--- src/rtl/pattern_driver_params.svh ---
/*
 * counts and widths shared by the pattern driver RTL and packages.
 * MEM_ADDR_W must cover MEM_LENGTH-1; the driver index field is fixed at 4 bits.
 */
`ifndef PATTERN_DRIVER_PARAMS_SVH
`define PATTERN_DRIVER_PARAMS_SVH

// driver channels and pins per channel
`define NUM_DRIVERS 10
`define OUTS_PER_DRIVER 2

// pattern steps per driver
`define MEM_LENGTH 48
`define MEM_ADDR_W 6

// one SPI frame
`define SPI_WORD_W 32

// flops in each input synchronizer
`define SYNC_STAGES 2

`endif

--- src/rtl/pattern_bank_pkg.sv ---
/*
 * index, address and data types of the pattern memories.
 */
`include "pattern_driver_params.svh"

package pattern_bank_pkg;

  // wide enough for NUM_DRIVERS
  typedef logic [3:0] driver_idx_t;

  typedef logic [`MEM_ADDR_W-1:0] step_addr_t;

  // one value per output pin of a driver
  typedef logic [`OUTS_PER_DRIVER-1:0] step_data_t;

endpackage

--- src/rtl/pattern_cmd_pkg.sv ---
/*
 * 32-bit SPI command word layout. bit 31 selects the view.
 * unused bits are ignored by the decoder.
 */
`include "pattern_driver_params.svh"

package pattern_cmd_pkg;

  typedef enum logic {
    PATTERN_WRITE = 1'b0,
    CONFIG        = 1'b1
  } cmd_kind_e;

  // one step into one driver memory
  typedef struct packed {
    cmd_kind_e                    kind;
    logic [3:0]                   driver;
    logic [`MEM_ADDR_W-1:0]       addr;
    logic [18:0]                  unused;
    logic [`OUTS_PER_DRIVER-1:0]  data;
  } pattern_write_t;

  // invert bit for one driver plus the shared sequence length
  typedef struct packed {
    cmd_kind_e                    kind;
    logic [3:0]                   driver;
    logic [`MEM_ADDR_W-1:0]       last_addr;
    logic                         invert;
    logic [19:0]                  unused;
  } config_t;

  typedef union packed {
    pattern_write_t               wr;
    config_t                      cfg;
    logic [`SPI_WORD_W-1:0]       raw;
  } cmd_word_u;

endpackage

--- src/rtl/command_decoder.sv ---
/*
 * turns accepted SPI words into memory writes and configuration.
 * out-of-range driver indexes and step addresses are dropped here, not in the bank.
 * a last step address past the memory is clamped to the final entry.
 */
`timescale 1ns/1ps
`include "pattern_driver_params.svh"

module command_decoder (
  input  logic                          clock_i,
  input  logic                          arst_n_i,
  input  logic                          word_valid_i,
  input  logic [`SPI_WORD_W-1:0]        word_i,
  output logic                          wr_en_o,
  output pattern_bank_pkg::driver_idx_t wr_driver_o,
  output pattern_bank_pkg::step_addr_t  wr_addr_o,
  output pattern_bank_pkg::step_data_t  wr_data_o,
  output logic [`NUM_DRIVERS-1:0]       invert_o,
  output pattern_bank_pkg::step_addr_t  last_addr_o
);

  pattern_cmd_pkg::cmd_word_u cmd;
  logic                       is_config;
  logic                       wr_ok;
  logic                       cfg_ok;

  assign cmd       = pattern_cmd_pkg::cmd_word_u'(word_i);
  assign is_config = (cmd.wr.kind == pattern_cmd_pkg::CONFIG);

  assign wr_ok  = word_valid_i && !is_config && (cmd.wr.driver < `NUM_DRIVERS)
                  && (cmd.wr.addr < `MEM_LENGTH);
  assign cfg_ok = word_valid_i && is_config && (cmd.cfg.driver < `NUM_DRIVERS);

  always_ff @(posedge clock_i or negedge arst_n_i) begin
    if (!arst_n_i) begin
      wr_en_o     <= 1'b0;
      invert_o    <= '0;
      last_addr_o <= pattern_bank_pkg::step_addr_t'(`MEM_LENGTH - 1);
    end else begin
      wr_en_o <= wr_ok;
      if (cfg_ok) begin
        invert_o[cmd.cfg.driver] <= cmd.cfg.invert;
        if (cmd.cfg.last_addr >= `MEM_LENGTH) begin
          last_addr_o <= pattern_bank_pkg::step_addr_t'(`MEM_LENGTH - 1);
        end else begin
          last_addr_o <= cmd.cfg.last_addr;
        end
      end
    end
  end

  // write payload, qualified by wr_en_o
  always_ff @(posedge clock_i) begin
    if (wr_ok) begin
      wr_driver_o <= cmd.wr.driver;
      wr_addr_o   <= cmd.wr.addr;
      wr_data_o   <= cmd.wr.data;
    end
  end

endmodule

--- src/rtl/pattern_bank.sv ---
/*
 * one pattern memory per driver, all read at the same step address.
 * write indexes are assumed in range; the decoder filters them.
 * outputs are registered and forced to zero outside a playback.
 */
`timescale 1ns/1ps
`include "pattern_driver_params.svh"

module pattern_bank (
  input  logic                                        clock_i,
  input  logic                                        arst_n_i,
  input  logic                                        wr_en_i,
  input  pattern_bank_pkg::driver_idx_t               wr_driver_i,
  input  pattern_bank_pkg::step_addr_t                wr_addr_i,
  input  pattern_bank_pkg::step_data_t                wr_data_i,
  input  logic [`NUM_DRIVERS-1:0]                     invert_i,
  input  logic                                        step_valid_i,
  input  pattern_bank_pkg::step_addr_t                step_addr_i,
  output logic [`NUM_DRIVERS*`OUTS_PER_DRIVER-1:0]    driver_io_o
);

  pattern_bank_pkg::step_data_t               mem_q [`NUM_DRIVERS][`MEM_LENGTH];
  logic [`NUM_DRIVERS*`OUTS_PER_DRIVER-1:0]   step_word;

  always_ff @(posedge clock_i) begin
    if (wr_en_i) begin
      mem_q[wr_driver_i][wr_addr_i] <= wr_data_i;
    end
  end

  // read every driver at the current step, invert per driver on all its pins
  always_comb begin
    for (int d = 0; d < `NUM_DRIVERS; d++) begin
      step_word[d*`OUTS_PER_DRIVER +: `OUTS_PER_DRIVER] =
        mem_q[d][step_addr_i] ^ {`OUTS_PER_DRIVER{invert_i[d]}};
    end
  end

  always_ff @(posedge clock_i or negedge arst_n_i) begin
    if (!arst_n_i) begin
      driver_io_o <= '0;
    end else if (step_valid_i) begin
      driver_io_o <= step_word;
    end else begin
      driver_io_o <= '0;
    end
  end

endmodule

--- src/rtl/pattern_driver_top.sv ---
/*
 * ten-channel pattern driver: SPI receive, decode, sequence, bank.
 * everything runs on clock_i; all control inputs are asynchronous to it.
 */
`timescale 1ns/1ps
`include "pattern_driver_params.svh"

module pattern_driver_top (
  input  logic                                     clock_i,
  input  logic                                     arst_n_i,
  input  logic                                     sclk_i,
  input  logic                                     mosi_i,
  input  logic                                     ss_n_i,
  input  logic                                     trigger_i,
  output logic                                     miso_o,
  output logic [`NUM_DRIVERS*`OUTS_PER_DRIVER-1:0] driver_io_o,
  output logic                                     update_cycle_complete_o
);

  logic                          word_valid;
  logic [`SPI_WORD_W-1:0]        word;
  logic                          wr_en;
  pattern_bank_pkg::driver_idx_t wr_driver;
  pattern_bank_pkg::step_addr_t  wr_addr;
  pattern_bank_pkg::step_data_t  wr_data;
  logic [`NUM_DRIVERS-1:0]       invert;
  pattern_bank_pkg::step_addr_t  last_addr;
  logic                          step_valid;
  pattern_bank_pkg::step_addr_t  step_addr;

  spi_receiver spi_receiver_i (
    .clock_i      (clock_i),
    .arst_n_i     (arst_n_i),
    .sclk_i       (sclk_i),
    .mosi_i       (mosi_i),
    .ss_n_i       (ss_n_i),
    .miso_o       (miso_o),
    .word_valid_o (word_valid),
    .word_o       (word)
  );

  command_decoder command_decoder_i (
    .clock_i      (clock_i),
    .arst_n_i     (arst_n_i),
    .word_valid_i (word_valid),
    .word_i       (word),
    .wr_en_o      (wr_en),
    .wr_driver_o  (wr_driver),
    .wr_addr_o    (wr_addr),
    .wr_data_o    (wr_data),
    .invert_o     (invert),
    .last_addr_o  (last_addr)
  );

  step_sequencer step_sequencer_i (
    .clock_i                 (clock_i),
    .arst_n_i                (arst_n_i),
    .trigger_i               (trigger_i),
    .last_addr_i             (last_addr),
    .step_valid_o            (step_valid),
    .step_addr_o             (step_addr),
    .update_cycle_complete_o (update_cycle_complete_o)
  );

  pattern_bank pattern_bank_i (
    .clock_i      (clock_i),
    .arst_n_i     (arst_n_i),
    .wr_en_i      (wr_en),
    .wr_driver_i  (wr_driver),
    .wr_addr_i    (wr_addr),
    .wr_data_i    (wr_data),
    .invert_i     (invert),
    .step_valid_i (step_valid),
    .step_addr_i  (step_addr),
    .driver_io_o  (driver_io_o)
  );

endmodule

--- src/rtl/spi_receiver.sv ---
/*
 * SPI mode 0 slave, MSB first, oversampled by clock_i.
 * sclk high and low times must each be at least 4 clock cycles.
 * only frames of exactly SPI_WORD_W bits are accepted; miso replays the last one.
 */
`timescale 1ns/1ps
`include "pattern_driver_params.svh"

module spi_receiver (
  input  logic                   clock_i,
  input  logic                   arst_n_i,
  input  logic                   sclk_i,
  input  logic                   mosi_i,
  input  logic                   ss_n_i,
  output logic                   miso_o,
  output logic                   word_valid_o,
  output logic [`SPI_WORD_W-1:0] word_o
);

  localparam int CNT_W = $clog2(`SPI_WORD_W) + 1;

  // pins packed as {sclk, mosi, ss_n}, oldest stage at the top
  logic [`SYNC_STAGES-1:0][2:0] pin_sync_q;
  logic                         sclk_s;
  logic                         mosi_s;
  logic                         ss_n_s;
  logic                         sclk_prev_q;
  logic                         ss_n_prev_q;
  logic                         sclk_rise;
  logic                         sclk_fall;
  logic                         ss_fall;
  logic                         ss_rise;
  logic [`SPI_WORD_W-1:0]       shift_q;
  logic [CNT_W-1:0]             bit_cnt_q;
  logic [`SPI_WORD_W-1:0]       word_q;
  logic [`SPI_WORD_W-1:0]       readback_q;
  logic                         valid_q;

  assign {sclk_s, mosi_s, ss_n_s} = pin_sync_q[`SYNC_STAGES-1];

  assign sclk_rise = sclk_s & ~sclk_prev_q;
  assign sclk_fall = ~sclk_s & sclk_prev_q;
  assign ss_fall   = ~ss_n_s & ss_n_prev_q;
  assign ss_rise   = ss_n_s & ~ss_n_prev_q;

  always_ff @(posedge clock_i or negedge arst_n_i) begin
    if (!arst_n_i) begin
      // idle bus has ss_n high
      pin_sync_q  <= {`SYNC_STAGES{3'b001}};
      sclk_prev_q <= 1'b0;
      ss_n_prev_q <= 1'b1;
      shift_q     <= '0;
      bit_cnt_q   <= '0;
      word_q      <= '0;
      readback_q  <= '0;
      valid_q     <= 1'b0;
    end else begin
      pin_sync_q  <= {pin_sync_q[`SYNC_STAGES-2:0], {sclk_i, mosi_i, ss_n_i}};
      sclk_prev_q <= sclk_s;
      ss_n_prev_q <= ss_n_s;
      valid_q     <= 1'b0;

      if (ss_fall) begin
        bit_cnt_q  <= '0;
        readback_q <= word_q;
      end else if (!ss_n_s) begin
        if (sclk_rise) begin
          shift_q <= {shift_q[`SPI_WORD_W-2:0], mosi_s};
          // saturate so long frames never wrap back to a valid count
          if (bit_cnt_q != {CNT_W{1'b1}}) begin
            bit_cnt_q <= bit_cnt_q + 1'b1;
          end
        end
        if (sclk_fall) begin
          readback_q <= {readback_q[`SPI_WORD_W-2:0], 1'b0};
        end
      end

      if (ss_rise && bit_cnt_q == CNT_W'(`SPI_WORD_W)) begin
        valid_q <= 1'b1;
        word_q  <= shift_q;
      end
    end
  end

  assign miso_o       = readback_q[`SPI_WORD_W-1];
  assign word_valid_o = valid_q;
  assign word_o       = word_q;

endmodule

--- src/rtl/step_sequencer.sv ---
/*
 * steps the pattern address from 0 to last_addr once per trigger rising edge.
 * trigger edges arriving while a cycle runs are ignored.
 * the complete pulse is delayed to line up with the bank's registered output.
 */
`timescale 1ns/1ps
`include "pattern_driver_params.svh"

module step_sequencer (
  input  logic                         clock_i,
  input  logic                         arst_n_i,
  input  logic                         trigger_i,
  input  pattern_bank_pkg::step_addr_t last_addr_i,
  output logic                         step_valid_o,
  output pattern_bank_pkg::step_addr_t step_addr_o,
  output logic                         update_cycle_complete_o
);

  logic [`SYNC_STAGES-1:0]      trig_sync_q;
  logic                         trig_prev_q;
  logic                         trig_rise;
  logic                         running_q;
  pattern_bank_pkg::step_addr_t addr_q;
  pattern_bank_pkg::step_addr_t last_q;
  logic                         last_step;
  logic [1:0]                   done_q;

  assign trig_rise = trig_sync_q[`SYNC_STAGES-1] & ~trig_prev_q;
  assign last_step = running_q && (addr_q == last_q);

  always_ff @(posedge clock_i or negedge arst_n_i) begin
    if (!arst_n_i) begin
      trig_sync_q <= '0;
      trig_prev_q <= 1'b0;
      running_q   <= 1'b0;
      addr_q      <= '0;
      last_q      <= '0;
      done_q      <= '0;
    end else begin
      trig_sync_q <= {trig_sync_q[`SYNC_STAGES-2:0], trigger_i};
      trig_prev_q <= trig_sync_q[`SYNC_STAGES-1];

      if (!running_q) begin
        if (trig_rise) begin
          // length is frozen for the whole cycle
          running_q <= 1'b1;
          addr_q    <= '0;
          last_q    <= last_addr_i;
        end
      end else if (last_step) begin
        running_q <= 1'b0;
      end else begin
        addr_q <= addr_q + 1'b1;
      end

      // one stage for the bank read, one for its output register
      done_q <= {done_q[0], last_step};
    end
  end

  assign step_valid_o            = running_q;
  assign step_addr_o             = addr_q;
  assign update_cycle_complete_o = done_q[1];

endmodule

--- config.mk ---
export PLATFORM = sky130hd
export DESIGN_NAME = pattern_driver_top
export DESIGN_NICKNAME = d
export VERILOG_FILES = /design/src/rtl/pattern_bank_pkg.sv /design/src/rtl/pattern_cmd_pkg.sv /design/src/rtl/command_decoder.sv /design/src/rtl/pattern_bank.sv /design/src/rtl/pattern_driver_top.sv /design/src/rtl/spi_receiver.sv /design/src/rtl/step_sequencer.sv
export VERILOG_INCLUDE_DIRS = /design/src /design/src/rtl
export SDC_FILE = /design/constraint.sdc
export NUM_CORES = 1
export LEC_CHECK = 0
export BUFFER_PORTS_ARGS = -buffer_cell sky130_fd_sc_hd__buf_4
export CAP_MARGIN = 20
export CORE_MARGIN = 2
export CORE_UTILIZATION = 32
export DETAILED_ROUTE_END_ITERATION = 6
export HOLD_SLACK_MARGIN = 0.02
export PLACE_DENSITY_LB_ADDON = 0.12
export SYNTH_ARGS = -nofsm -noshare
export SYNTH_HDL_FRONTEND = slang
export SYNTH_SLANG_ARGS = --single-unit
--- constraint.sdc ---
create_clock -name clock_i -period 11.6 [get_ports clock_i]
set_input_delay 0.58 -clock clock_i [delete_from_list [all_inputs] [get_ports clock_i]]
set_output_delay 0.58 -clock clock_i [all_outputs]
set_load 0.05 [all_outputs]
== Word level (Yosys, flattened, before mapping) ==
Memories as Yosys holds them, arrays and structs flattened.
Cells that the tools add are included.

* Bits in registers: 178
* RAM bits: 960
* Input port bits: 6
* Output and inout port bits: 22
* Word-level logic and storage cells: 134
* Memories kept: 1

* Add/subtract/negate cells: 2
* Order comparisons: 8
* Equal/unequal tests: 5
* Mux-type cells: 53
* Bitwise operators: 24
* Reduce and logical (&&, ||, !) cells: 19

{| class="wikitable"
|+ Memory list
! memory !! words !! width !! read ports !! clocked after Yosys merged registers in !! write ports !! line !! text
|-
| pattern_bank_i.mem_q || 10 || 96 || 10 || 0 || 1 || pattern_bank.sv:22 || <nowiki>pattern_bank_pkg::step_data_t mem_q [`NUM_DRIVERS][`MEM_LENGTH];</nowiki>
|}

{| class="wikitable"
|+ Operator list
! kind !! number
|-
| $bmux 2 s6 || 10
|-
| $mux 32 || 3
|-
| $mux 96 || 1
|-
| $mux 6 || 8
|-
| $mux 2 || 21
|-
| $mux 20 || 1
|-
| $xor 2x2->2 || 10
|-
| $ge 7x7->1 const B || 2
|-
| $not 6->7 || 2
|-
| $add 6x1->6 const B || 2
|-
| $demux 2 s6 || 1
|-
| $bwmux 10 || 1
|-
| $logic_and 1x1->1 || 9
|-
| $reduce_bool 2->1 || 4
|-
| $lt 7x1->1 const B || 1
|-
| $not 1->1 || 7
|-
| $eq 6x6->1 || 1
|-
| $eq 6x6->1 const B || 1
|-
| $ge 6x6->1 const B || 1
|-
| $lt 6x6->1 const B || 1
|-
| $mux 1 || 6
|-
| $ne 6x6->1 const B || 1
|-
| $reduce_and 2->1 || 3
|-
| $reduce_and 3->1 || 2
|-
| 7 further kinds || 12
|}

== Depth between registers and ports, before layout ==
Gate-level depths: netlist of the first run.

* Word-level depth: 6
* Depth in mapped cells: 10
* Gate-level depth less buffers: 6

== By module ==
From an unflattened synthesis of the first run, not the netlist that was laid out.

* Cells, all modules: 2757
* Area total of the unflattened synthesis: 46380.7 um^2

{| class="wikitable"
|+ By module, submodules not included
! module !! times used !! cells each !! area each (um^2) !! seq. area each (um^2)
|-
| pattern_bank || 1 || 2309 || 39832.0 || 29328.1
|-
| spi_receiver || 1 || 294 || 4590.7 || 2781.4
|-
| command_decoder || 1 || 72 || 1143.6 || 792.0
|-
| step_sequencer || 1 || 82 || 814.5 || 450.4
|}

== Least setup slack after synthesis of the first run ==
No wires, ideal clock.

* Path type: register to register
* Start point: register command_decoder_i.wr_data_o[0]
* End point: memory pattern_bank_i.mem_q[0][0] (netlist bit) (data pin)
* Setup time: 1.358 ns
* Arrival time: 5.792 ns
* Data required time: 10.242 ns
* Setup slack: 4.450 ns
* Cell stages (with the launch flop): 1
* Buffers on the path: 0
* Clock period less this slack: 7.150 ns
* Cells stage by stage: edfxtp_1

{| class="wikitable"
|+ RTL lines
! what !! line !! text
|-
| start: declaration || command_decoder.sv:17 || <nowiki>output pattern_bank_pkg::step_data_t wr_data_o,</nowiki>
|-
| start signal: assignment || command_decoder.sv:57 || <nowiki>wr_data_o <= cmd.wr.data;</nowiki>
|-
| end: declaration || pattern_bank.sv:22 ||
|}

No word-level cell before the write port.

== Worst setup path in the final report of the first run ==
* Start point: register step_sequencer_i.addr_q[2], in the netlist step_sequencer_i.step_addr_o[2]
* End point: register pattern_bank_i.driver_io_o[1]

* Word-level cells in the longest chain between the ends: 6

{| class="wikitable"
|+ RTL lines
! what !! line !! text
|-
| start: declaration || step_sequencer.sv:23 || <nowiki>pattern_bank_pkg::step_addr_t addr_q;</nowiki>
|-
| start signal: assignment || step_sequencer.sv:53 || <nowiki>addr_q <= addr_q + 1'b1;</nowiki>
|-
| $not 6->7 (not written as such) || pattern_bank.sv:35 || <nowiki>mem_q[d][step_addr_i] ^ {`OUTS_PER_DRIVER{invert_i[d]}};</nowiki>
|-
| $bmux 2 s6 || pattern_bank.sv:35 ||
|-
| $mux 2 (not written as such) (2 in series) || pattern_bank.sv:35 ||
|-
| $xor 2x2->2 || pattern_bank.sv:35 ||
|-
| $mux 20 || pattern_bank.sv:42 || <nowiki>end else if (step_valid_i) begin</nowiki>
|-
| end signal: assignment || pattern_bank.sv:43 || <nowiki>driver_io_o <= step_word;</nowiki>
|-
| end: declaration || pattern_bank.sv:19 || <nowiki>output logic [`NUM_DRIVERS*`OUTS_PER_DRIVER-1:0] driver_io_o</nowiki>
|}

No other way between the ends. The select of a mux whose other input is x is not followed.
A chain may end at the register's enable or synchronous reset.

==> results of run 1 <==
-- report_power, final --
part           switching (mW)  total [mW]  internal, mW
clock network            1.69        4.00          2.31
registers              0.0141        4.41          4.40
logic                  0.0476      0.0695        0.0219
total                    1.75        8.48          6.73
-- what timing repair did --
action | in CTS | in global routing
buffers inserted | 0 | 0
hold buffers | 5 | 0
hold endpoints to repair | 33 | 0
-- cell type report --
class | instances | area (um2) | area share
inverter | 6 | 22.5 | 0.000427
sequential | 1138 | 33400 | 0.633
antenna | 2 | 5.00 | 0.0000949
clock buffer | 191 | 3630 | 0.0690
timing repair buffer | 87 | 815 | 0.0155
tap | 1903 | 2380 | 0.0452
multi-input combinational | 1395 | 12000 | 0.227
clock inverter | 46 | 523 | 0.00992
-- per-layer routing --
layer	wire [um]	vias to the layer above
met1	55900	12996
met2	63300	718
met4	4190	0
li1	-	10552
met3	6380	185
met5	0	-
-- sequential cells by signal, summed over array words and instances (netlist names), 10 cells and up --
register / cells
pattern_bank_i.mem_q: 960
spi_receiver_i.readback_q: 32
spi_receiver_i.shift_q: 32
spi_receiver_i.word_o: 32
pattern_bank_i.driver_io_o: 20
command_decoder_i.invert_o: 10
-- layout by cell type (no fill, tap or decap), types with 13 or more instances in the layout --
| master | instances |
|---|---|
| a221o_1 | 20 |
| a221oi_1 | 20 |
| a22oi_1 | 20 |
| and3_1 | 22 |
| buf_4 | 72 |
| clkbuf_1 | 48 |
| clkbuf_16 | 132 |
| clkinv_1 | 13 |
| dfrtp_1 | 155 |
| edfxtp_1 | 972 |
| mux2_2 | 121 |
| mux2i_1 | 134 |
| mux4_2 | 200 |
| nand2_1 | 134 |
| nand2b_1 | 17 |
| nor2_1 | 516 |
| o21ai_0 | 40 |
| o22a_1 | 20 |
| o22ai_1 | 20 |
| o41ai_2 | 20 |
-- kinds of logic after synthesis --
group / count (synthesis)
flops: 1138
simple gates: 752
mux: 455
buf+inv: 181
compound gates: 176
xor+xnor: 9
fa+ha+maj: 3
-- path summary, 6_finish.rpt --
check / startpoint / endpoint / cells past startpoint / slack [ns]
max in group asynchronous: arst_n_i / step_sequencer_i.last_q[1]$_DFFE_PN0P_ / 4 / 9.07
worst min-delay path: arst_n_i / command_decoder_i.invert_o[6]$_DFFE_PN0P_ / 2 / 0.30
min in group clock_i: step_sequencer_i.done_q[0]$_DFF_PN0_ / step_sequencer_i.done_q[1]$_DFF_PN0_ / 0 / 0.36
worst max register to register: step_sequencer_i.step_addr_o[2]$_DFFE_PN0P_ / pattern_bank_i.driver_io_o[1]$_DFF_PN0_ / 6 / 7.59
worst max-delay path: step_sequencer_i.step_addr_o[2]$_DFFE_PN0P_ / pattern_bank_i.driver_io_o[1]$_DFF_PN0_ / 6 / 7.59
worst min register to register: step_sequencer_i.done_q[0]$_DFF_PN0_ / step_sequencer_i.done_q[1]$_DFF_PN0_ / 0 / 0.36
==> run summary, run 1 <==
Largest net degree at the start of global routing -> 209
FMAX -> 249 MHz
Crit Path Max Fanout -> 55
Distinct cell type count after synthesis -> 50
Non-filler cells, final -> 4768
Top-count cell post-synth -> edfxtp_1
#FFs+latches synth -> 1138
Die W -> 384 um
Final Hold Fails -> 0
Post-CTS Resized -> 0
Buf+Inv Stages, Crit Path -> 2
Top FF cell, synth -> edfxtp_1
Top delay family on crit path -> buffers and inverters
Synth top area share -> 0.632
CTS buffer count -> 130
Initial DRC count -> 2325
Clock Root Buffer -> clkbuf_16
Via-per-instance ratio -> 5.13
RSZ-0062 raised after global routing -> false
Async S/R FF share, synth -> 0.146
Final min period -> 4.01 ns
Setup crit start kind -> register
Largest cells by area after synthesis -> edfxtp_1 63%, mux4_2 9.7%, dfrtp_1 8.6%
Setup Viol. Count Final -> 0
HP Class -> in -> async
Main combinational cell family by area after synthesis -> multiplexers
Crit-path max cell delay -> 0.86 ns
Slew Viols, Final -> 0
Xor and xnor area share after synthesis -> 0.00171
Synth Area in Adders -> 0.000812
Final Hold Slack -> 0.295 ns
First-pass GRT wire length -> 185 mm
Routed Antenna Nets -> 0
CP dominant cell by count -> buf_4
Drt pass-1 iters -> 5
DRC -> 0
Clock slew at reported path FFs -> 0.06 ns
Drt wl/cell -> 27.2 um
Rel. slew slack -> 0.209
Max VDD drop -> 0.159 mV
Post-Place Cells -> 4521
Vias after detailed routing -> 24451
IO Count -> 28
Setup ws final -> 7.59 ns
Std cell rows -> 139
Max Buffers Root-to-Sink -> 3
Crit. End Element -> register
Share of the synthesized area in compound gates (AO/OA/AOI/OAI) -> 0.0316
Fin nets -> 2767
Met2 usage -> 0.292
Sequential area share after synthesis -> 0.722
DIE AREA -> 0.147 mm2
Post-synth top cells -> 972 x edfxtp_1, 517 x nor2_1, 200 x mux4_2, 158 x dfrtp_1, 142 x nand2_1
Worst path slowest cell -> buf_4
WP data required -> 12.23 ns
Number of global-route vias before repair -> 25753
Mux share of post-synthesis cell area -> 0.156
FILL cells -> 13400
Area post-placement -> 0.0484 mm2
Worst EP arrival -> 4.64 ns
Synth Warn # -> 0
Total gr overflow -> 0
Clk Latency, worst-skew pair -> 0.77 ns
Met3 Use GR -> 0.0296
Htree depth -> 4
Total wire length -> 130 mm
Core footprint -> 0.143 mm2
Period utilization -> 0.346
DP Worst Slack -> 7.52 ns
Area grow syn2layout -> 14.1%
Met1 GRT Util -> 0.236
Max-cap viol count -> 0
Worst setup path class -> reg -> reg
Power, Total -> 8.48 mW
GRT Resource Usage Total -> 0.177
Starting Density -> 0.322
Number of flops mapped to enable cells by yosys -> 972
TNS Setup -> 0 ns
Final core occ -> 0.367
CTS tree -> built
Leakage -> 12.8 nW
Worst Tran Pin Value -> 1.19 ns
Leading area contributor after synthesis -> edfxtp_1
Cell Area, Synth -> 0.0462 mm2
Final Wtd Congestion -> 0.764
I/O Buffers -> 27
CP cell instances -> buf_4 -> buf_4 -> nand3_2 -> o22ai_1 -> o41ai_2 -> mux2i_1
Clock skew -> 0.0319 ns
Global routing's busiest layer -> met2
Syn Area/Cell -> 17.0 um2
Post-Syn Instances -> 2714
Share of layout cells above drive strength 1 -> 0.220
Simple-Gate Fraction of Synth Area -> 0.0666
Synthesized Nets -> 2723
Power Dens Cells -> 161 mW/mm2
Dpl hpwl -> 77.9 mm
Initial antenna violation count -> 3
Chip height -> 384 um
Outcome -> complete, no violations
Clock sinks -> 1138
Fin area -> 0.0527 mm2
No activity file was read; power rests on OpenSTA's default activity.
==> run 2, diff against run 1 <==
--- a/config.mk
+++ b/config.mk
@@ -6,6 +6,7 @@
 export SDC_FILE = /design/constraint.sdc
 export NUM_CORES = 1
 export LEC_CHECK = 0
+export ABC_AREA = 1
 export BUFFER_PORTS_ARGS = -buffer_cell sky130_fd_sc_hd__buf_4
 export CAP_MARGIN = 20
 export CORE_MARGIN = 2
==> constraint.sdc (replaced) <==
create_clock -name clock_i -period 3.45 [get_ports clock_i]
set_input_delay 0.1725 -clock clock_i [delete_from_list [all_inputs] [get_ports clock_i]]
set_output_delay 0.1725 -clock clock_i [all_outputs]
set_load 0.05 [all_outputs]
==> run 2 against run 1 <==
  * Global-route usage rose by 0.96 points
  * Clock power rose to 3.3 times the previous value
  * Register-to-register slack got worse by 7.0 ns
  * Critical endpoint is now pattern_bank_i.driver_io_o[4]$_DFF_PN0_
==> run summary, run 2 <==
Crit Path Max Fanout -> 35 (-36%)
CP cell instances -> inv_6 -> buf_12 -> buf_4 -> nand3_1 -> nand3_1 -> nand2_1 -> nand2_1 -> nand3_1 -> nand3_1 -> nand3_1 -> nand2_1 -> nor2_1
Initial DRC count -> 2409 (+3.6%)
Clock share of power -> 0.466 (-0.006)
Final min period -> 2.82 ns (-1.19 ns)
CTS tree -> built
Top delay family on crit path -> simple AND/OR/NAND/NOR gates
Htree depth -> 4 (unchanged)
Max VDD drop -> 0.529 mV (+230%)
Synthesized Nets -> 4483 (+65%)
Share of the synthesized area in compound gates (AO/OA/AOI/OAI) -> 0.0433 (+0.0116)
Power, Total -> 28.6 mW (+240%)
Max Buffers Root-to-Sink -> 3 (unchanged)
Most frequent cells in the layout -> 1028 x nand2_1, 972 x edfxtp_1, 815 x nor2_1
Reg2reg end -> pattern_bank_i.driver_io_o[4]$_DFF_PN0_
IO Count -> 28 (unchanged)
First-pass GRT wire length -> 212 mm (+14%)
Reg-to-Reg Start -> step_sequencer_i.step_addr_o[1]$_DFFE_PN0P_
Commonest non-fill, non-tap cell in the layout -> nand2_1
Distinct cell type count after synthesis -> 36 (-28%)
Cell Int Power -> 22.7 mW (+240%)
Mux share of post-synthesis cell area -> 0 (-0.156)
Largest cells by area after synthesis -> edfxtp_1 61%, dfrtp_1 8.2%, nand2_1 8.1%
Drt wl/cell -> 21.8 um (-20%)
Vias after detailed routing -> 32402 (+33%)
RSZ-0062 raised after global routing -> false
Post CTS Setup Buffer Count -> 0 (unchanged)
DIE AREA -> 0.154 mm2 (+4.2%)
Top FF cell, synth -> edfxtp_1
Top-count cell post-synth -> nand2_1
Final Wtd Congestion -> 0.768 (+0.50%)
Routed Antenna Nets -> 0 (unchanged)
Max FFs per register -> 960 (unchanged)
Via-per-instance ratio -> 4.95 (-3.5%)
Chip height -> 392 um (+2.1%)
Cell Area, Synth -> 0.0482 mm2 (+4.2%)
Drt pass-1 iters -> 6 (+1)
Post-synth top cells -> 1034 x nand2_1, 972 x edfxtp_1, 815 x nor2_1, 636 x nand3_1, 227 x o21ai_0
Post-Place Cells -> 6302 (+39%)
Rel. slew slack -> 0.287 (+0.0782)
CTS buffer count -> 133 (+2.3%)
Syn Area/Cell -> 10.8 um2 (-37%)
R2R Setup Slk -> 0.63 ns (-6.96 ns)
Reg2reg path depth -> 12 (+6)
Clock sinks -> 1138 (unchanged)
Synth Area in Adders -> 0.000779 (-0.0000329)
Worst path slowest cell -> dfrtp_4
Dpl hpwl -> 79.4 mm (+2.0%)
Sequential area share after synthesis -> 0.692 (-0.0292)
Clk Latency, worst-skew pair -> 0.76 ns (about the same)
Leading area contributor after synthesis -> edfxtp_1
Share of layout cells above drive strength 1 -> 0.0806 (-0.140)
Max-cap viol count -> 0 (unchanged)
Core footprint -> 0.150 mm2 (+4.3%)
Final Hold Fails -> 0 (unchanged)
#FFs+latches synth -> 1138 (unchanged)
Number of flops mapped to enable cells by yosys -> 972 (unchanged)
GRT Resource Usage Total -> 0.187 (+0.00958)
Xor and xnor area share after synthesis -> 0.00182 (+0.000113)
Area grow syn2layout -> 13.1%
FMAX -> 355 MHz (+42%)
Outcome -> complete, no violations
Net Sw Frac -> 0.205 (-0.00160)
Initial antenna violation count -> 2 (-1)
Post-Syn Instances -> 4474 (+65%)
Worst EP arrival -> 3.47 ns (-1.17 ns)
Largest net degree at the start of global routing -> 180 (-14%)
Period utilization -> 0.817 (+0.471)
Setup Viol. Count Final -> 0 (unchanged)
Total wire length -> 143 mm (+10%)
Crit. End Element -> register
Std cell rows -> 142 (+2.2%)
Worst setup path class -> reg -> reg
Clock skew -> 0.0260 ns (-0.00592 ns)
Async S/R FF share, synth -> 0.146 (unchanged)
HP Class -> in -> async
Total gr overflow -> 0 (unchanged)
Net Switching -> 5.85 mW (+230%)
Non-filler cells, final -> 6548 (+37%)
Buf+Inv Stages, Crit Path -> 3 (+1)
Main combinational cell family by area after synthesis -> simple AND/OR/NAND/NOR gates
Clock slew at reported path FFs -> 0.06 ns (about the same)
Clock Root Buffer -> clkbuf_16
Fin nets -> 4440 (+60%)
DRC -> 0 (unchanged)
Largest Register -> pattern_bank_i.mem_q
Power Dens Cells -> 525 mW/mm2 (+230%)
Synth top area share -> 0.606 (-0.0256)
CP dominant cell by count -> nand3_1
I/O Buffers -> 27 (unchanged)
Slew Viols, Final -> 0 (unchanged)
Worst Tran Pin Value -> 1.07 ns (-0.118 ns)
Logic pwr share -> 0.012 (+0.004)
Synth Warn # -> 0 (unchanged)
Simple-Gate Fraction of Synth Area -> 0.221 (+0.155)
Die W -> 392 um (+2.1%)
WP data required -> 4.10 ns (-8.13 ns)
Leakage -> 16.2 nW (+26%)
Starting Density -> 0.322 (about the same)
Number of global-route vias before repair -> 32194 (+25%)
Crit-path max cell delay -> 0.53 ns (-0.33 ns)
Setup crit start kind -> register
Sequential share of power -> 0.523 (+0.003)
## run 2: kinds of logic after synthesis
group                      count (synthesis)
and+or+nand+nor                         2558
DFF                                     1138
buffers and inverters                    384
AOI/OAI and AO/OA                        381
xor gates and xnor gates                  10
adders and majority gates                  3
## run 2: how the worst max path moves through the flow
stage                                                      startpoint                                 endpoint  slack, ns  depth (start not counted)
after floorplan              command_decoder_i.wr_data_o[0]$_DFFE_PP_     pattern_bank_i.mem_q[0][0]$_DFFE_PP_      -3.70                          0
after global placement    step_sequencer_i.step_addr_o[1]$_DFFE_PN0P_  pattern_bank_i.driver_io_o[4]$_DFF_PN0_       0.58                         12
after detailed placement  step_sequencer_i.step_addr_o[1]$_DFFE_PN0P_  pattern_bank_i.driver_io_o[4]$_DFF_PN0_       0.61                         12
after CTS                 step_sequencer_i.step_addr_o[1]$_DFFE_PN0P_  pattern_bank_i.driver_io_o[4]$_DFF_PN0_       0.60                         12
after global routing      step_sequencer_i.step_addr_o[0]$_DFFE_PN0P_  pattern_bank_i.driver_io_o[4]$_DFF_PN0_       0.43                         12
final                     step_sequencer_i.step_addr_o[1]$_DFFE_PN0P_  pattern_bank_i.driver_io_o[4]$_DFF_PN0_       0.63                         12
## run 2: stage by stage
step                      hold slack (ns)  setup TNS [ns]  setup WS, ns  area [um2]  utilization
after global placement              0.282               0         0.582       50300        0.336
final                              0.0878               0         0.631       54500        0.364
after CTS                          0.0738               0         0.603       54400        0.364
after floorplan                    -0.123        -3551.73         -3.70       48200            -
after detailed placement            0.282               0         0.614       50300        0.336
after global routing               0.0905               0         0.430       54500        0.364
## run 2: area by class of cell
class / count / area (um2)
Antenna cell: 2 / 5.00
Clock buffer: 184 / 3680
Clock inverter: 50 / 365
Fill cell: 15108 / 95100
Inverter: 92 / 372
Multi-Input combinational cell: 2952 / 12900
Sequential cell: 1138 / 33400
Tap cell: 2016 / 2520
Timing Repair Buffer: 114 / 1260
## run 2: repair_timing
item	CTS	global route
hold buffers	8	0
gates resized for setup	0	0
hold endpoints to repair	93	0
## run 2: routing by layer
metal	up-vias	routed length, um	GRT usage	share of wire
met5	-	0	0	0
met4	0	3390	0.0554	0.024
met3	168	6440	0.0291	0.045
met2	695	67100	0.303	0.47
met1	16232	66000	0.257	0.46
li1	15307	-	-	-
## run 2: power groups by stage
| stage | sequential (mW) | clock (mW) | combinational, mW |
|---|---|---|---|
| after global placement | 15.2 | 0 | 0.334 |
| after CTS | 14.9 | 13.7 | 0.346 |
| final | 14.9 | 13.3 | 0.338 |
| after floorplan | 15.2 | 0 | 0.163 |
| after detailed placement | 15.2 | 0 | 0.339 |
| after global routing | 14.9 | 14.2 | 0.388 |
==> run 3, diff against run 2 <==
--- a/config.mk
+++ b/config.mk
@@ -6,7 +6,7 @@
 export SDC_FILE = /design/constraint.sdc
 export NUM_CORES = 1
 export LEC_CHECK = 0
-export ABC_AREA = 1
+export ABC_AREA = 0
 export BUFFER_PORTS_ARGS = -buffer_cell sky130_fd_sc_hd__buf_4
 export CAP_MARGIN = 20
 export CORE_MARGIN = 2
==> constraint.sdc (replaced) <==
create_clock -name clock_i -period 2.67 [get_ports clock_i]
set_input_delay 0.1335 -clock clock_i [delete_from_list [all_inputs] [get_ports clock_i]]
set_output_delay 0.1335 -clock clock_i [all_outputs]
set_load 0.05 [all_outputs]
==> run 3 against run 2 <==
  * Global-route usage down 1.5 points
  * Total power up 30%
  * Sequential cell count unchanged
  * First-iteration DRC count down 17%
  * Register-to-register slack worse by 0.49 ns
  * Hold slack worse by 0.0071 ns
  * Clock skew down 0.0021 ns
  * Routed wire length down 12%
  * Critical path type unchanged
  * Critical endpoint is now pattern_bank_i.driver_io_o[3]$_DFF_PN0_
==> run summary, run 3 (same netlist as run 1, synthesis figures left out) <==
Setup Viol. Count Final -> 0 (unchanged)
DRT met1 WL -> 55.5 mm (-16%)
Crit. End Element -> register
Fin area -> 0.0542 mm2 (-0.45%)
Chip height -> 384 um (-2.0%)
Beginning of the worst hold path -> sclk_i
Net Sw Frac -> 0.199 (-0.00585)
Largest net degree at the start of global routing -> 109 (-39%)
Htree depth -> 4 (unchanged)
Crit. Startpoint -> step_sequencer_i.step_addr_o[0]$_DFFE_PN0P_
Max FFs per register -> 960 (unchanged)
Starting Density -> 0.322 (about the same)
GRT Resource Usage Total -> 0.172 (-0.0150)
Reg2reg end -> pattern_bank_i.driver_io_o[3]$_DFF_PN0_
Area post-placement -> 0.0498 mm2 (-1.1%)
Rel. slew slack -> 0.443 (+0.156)
Clock share of power -> 0.482 (+0.016)
Reg2reg path depth -> 7 (-5)
Max-cap viol count -> 0 (unchanged)
Final Wtd Congestion -> 0.744 (-3.1%)
Slew Viols, Final -> 0 (unchanged)
I/O Buffers -> 27 (unchanged)
Clock slew at reported path FFs -> 0.06 ns (about the same)
Crit Path Max Fanout -> 14 (-60%)
Drt wl/cell -> 25.7 um (+18%)
Std cell rows -> 139 (-2.1%)
Initial DRC count -> 2008 (-17%)
First-pass GRT wire length -> 183 mm (-14%)
FMAX -> 396 MHz (+12%)
HP Class -> in -> reg
Net Switching -> 7.42 mW (+27%)
Clock Root Buffer -> clkbuf_16
Logic pwr share -> 0.006 (-0.006)
Max VDD drop -> 0.635 mV (+20%)
Outcome -> complete, no violations
Dpl hpwl -> 78.2 mm (-1.5%)
Share of layout cells above drive strength 1 -> 0.258 (+0.177)
Most frequent cells in the layout -> 972 x edfxtp_1, 516 x nor2_1, 200 x mux4_2
Cell Int Power -> 29.9 mW (+31%)
Core footprint -> 0.143 mm2 (-4.1%)
Sequential share of power -> 0.513 (-0.010)
Final min period -> 2.53 ns (-0.291 ns)
Power, Total -> 37.3 mW (+30%)
Worst Hold End -> spi_receiver_i.pin_sync_q[2]$_DFF_PN0_
TNS Setup -> 0 ns (unchanged)
DRC -> 0 (unchanged)
Vias after detailed routing -> 24713 (-24%)
Met2 WL post-DR -> 62.2 mm (-7.3%)
Drt pass-1 iters -> 6 (unchanged)
DR WL met3 -> 5.53 mm (-14%)
Largest Register -> pattern_bank_i.mem_q
Total wire length -> 126 mm (-12%)
IO Count -> 28 (unchanged)
Clock skew -> 0.0239 ns (-0.00211 ns)
CTS buffer count -> 134 (+0.75%)
Routed Antenna Nets -> 0 (unchanged)
Worst setup path class -> reg -> reg
Hold depth -> 2
Reg-to-Reg Start -> step_sequencer_i.step_addr_o[0]$_DFFE_PN0P_
Setup ws final -> 0.142 ns (-0.489 ns)
CTS tree -> built
RSZ-0062 raised after global routing -> false
Worst EP arrival -> 3.15 ns (-0.32 ns)
DIE AREA -> 0.147 mm2 (-4.0%)
Max Buffers Root-to-Sink -> 3 (unchanged)
Die W -> 384 um (-2.0%)
Commonest non-fill, non-tap cell in the layout -> edfxtp_1
Fin nets -> 2895 (-35%)
R2R Setup Slk -> 0.14 ns (-0.49 ns)
DP Worst Slack -> -0.0255 ns (-0.640 ns)
Worst Tran Pin Value -> 0.836 ns (-0.233 ns)
Period utilization -> 0.947 (+0.130)
Clock sinks -> 1138 (unchanged)
Number of global-route vias before repair -> 26675 (-17%)
Final core occ -> 0.378 (+0.0138)
Top Layer Used -> met5
Leakage -> 19.8 nW (+22%)
Power Dens Cells -> 688 mW/mm2 (+31%)
Clk Latency, worst-skew pair -> 0.75 ns (about the same)
Final Hold Fails -> 0 (unchanged)
Area grow syn2layout -> 17.4%
Post-CTS Resized -> 0 (unchanged)
Initial antenna violation count -> 4 (+2)
WP data required -> 3.29 ns (-0.81 ns)
Via-per-instance ratio -> 5.05 (+2.0%)
Total gr overflow -> 0 (unchanged)
Setup crit start kind -> register
-- run 3: cell count changes in the layout (fill, tap and decap cells not counted), moves of 81 or more --
cell / delta
o21ai_0: -187
buf_4: +81
mux2_2: +121
nand3_1: -622
mux4_2: +200
nor2_1: -299
mux2i_1: +134
nand2_1: -894
-- run 3: worst max path at each step --
stage / end / slack [ns]
detailed placement: pattern_bank_i.driver_io_o[2]$_DFF_PN0_ / -0.03
finish: pattern_bank_i.driver_io_o[3]$_DFF_PN0_ / 0.14
floorplan: pattern_bank_i.mem_q[0][0]$_DFFE_PP_ / -4.48
CTS: pattern_bank_i.driver_io_o[2]$_DFF_PN0_ / 0.11
global route: pattern_bank_i.driver_io_o[3]$_DFF_PN0_ / 0.05
global placement: pattern_bank_i.driver_io_o[2]$_DFF_PN0_ / 0.004
-- run 3: timing repair --
item / 4_1_cts / 5_1_grt
hold buffers: 8 / 0
buffers inserted: 5 / 0
hold endpoints to repair: 170 / 0
endpoints found under the setup margin: 2 / 0
-- run 3: critical path, stage by stage (launching register included) --
cell	delay, ns
dfrtp_4	0.52
buf_12	0.20
buf_12	0.16
mux4_2	0.54
mux2i_1	0.29
o22a_1	0.37
o41ai_2	0.14
mux2i_1	0.14
-- run 3: metal layers --
layer | track usage | vias up
li1 | - | 10834
met1 | 0.233 | 13151
met2 | 0.287 | 566
met3 | 0.0269 | 160
met4 | 0.0443 | 2
met5 | 0 | -
-- run 3: final cells by class --
cell class | instances | area, um2
fill | 13272 | 89200
tap | 1903 | 2380
timing repair buffer | 211 | 2200
inverter | 6 | 22.5
clock buffer | 170 | 3640
antenna | 1 | 2.50
multi-input combinational | 1395 | 12000
sequential | 1138 | 33400
clock inverter | 72 | 674
-- run 3: power by group through the flow --
stage               registers [mW]  clock network [mW]  logic (mW)
floorplan                     19.5                   0      0.0997
global placement              19.5                   0       0.210
detailed placement            19.5                   0       0.214
CTS                           19.1                18.5       0.232
global route                  19.1                19.2       0.248
finish                        19.1                18.0       0.222
-- run 3: stage by stage --
step	cells	hold WS (ns)
floorplan	2714	-0.162
global placement	4640	0.196
detailed placement	4640	0.198
CTS	4895	0.0315
global route	4895	0.0461
finish	4896	0.0807
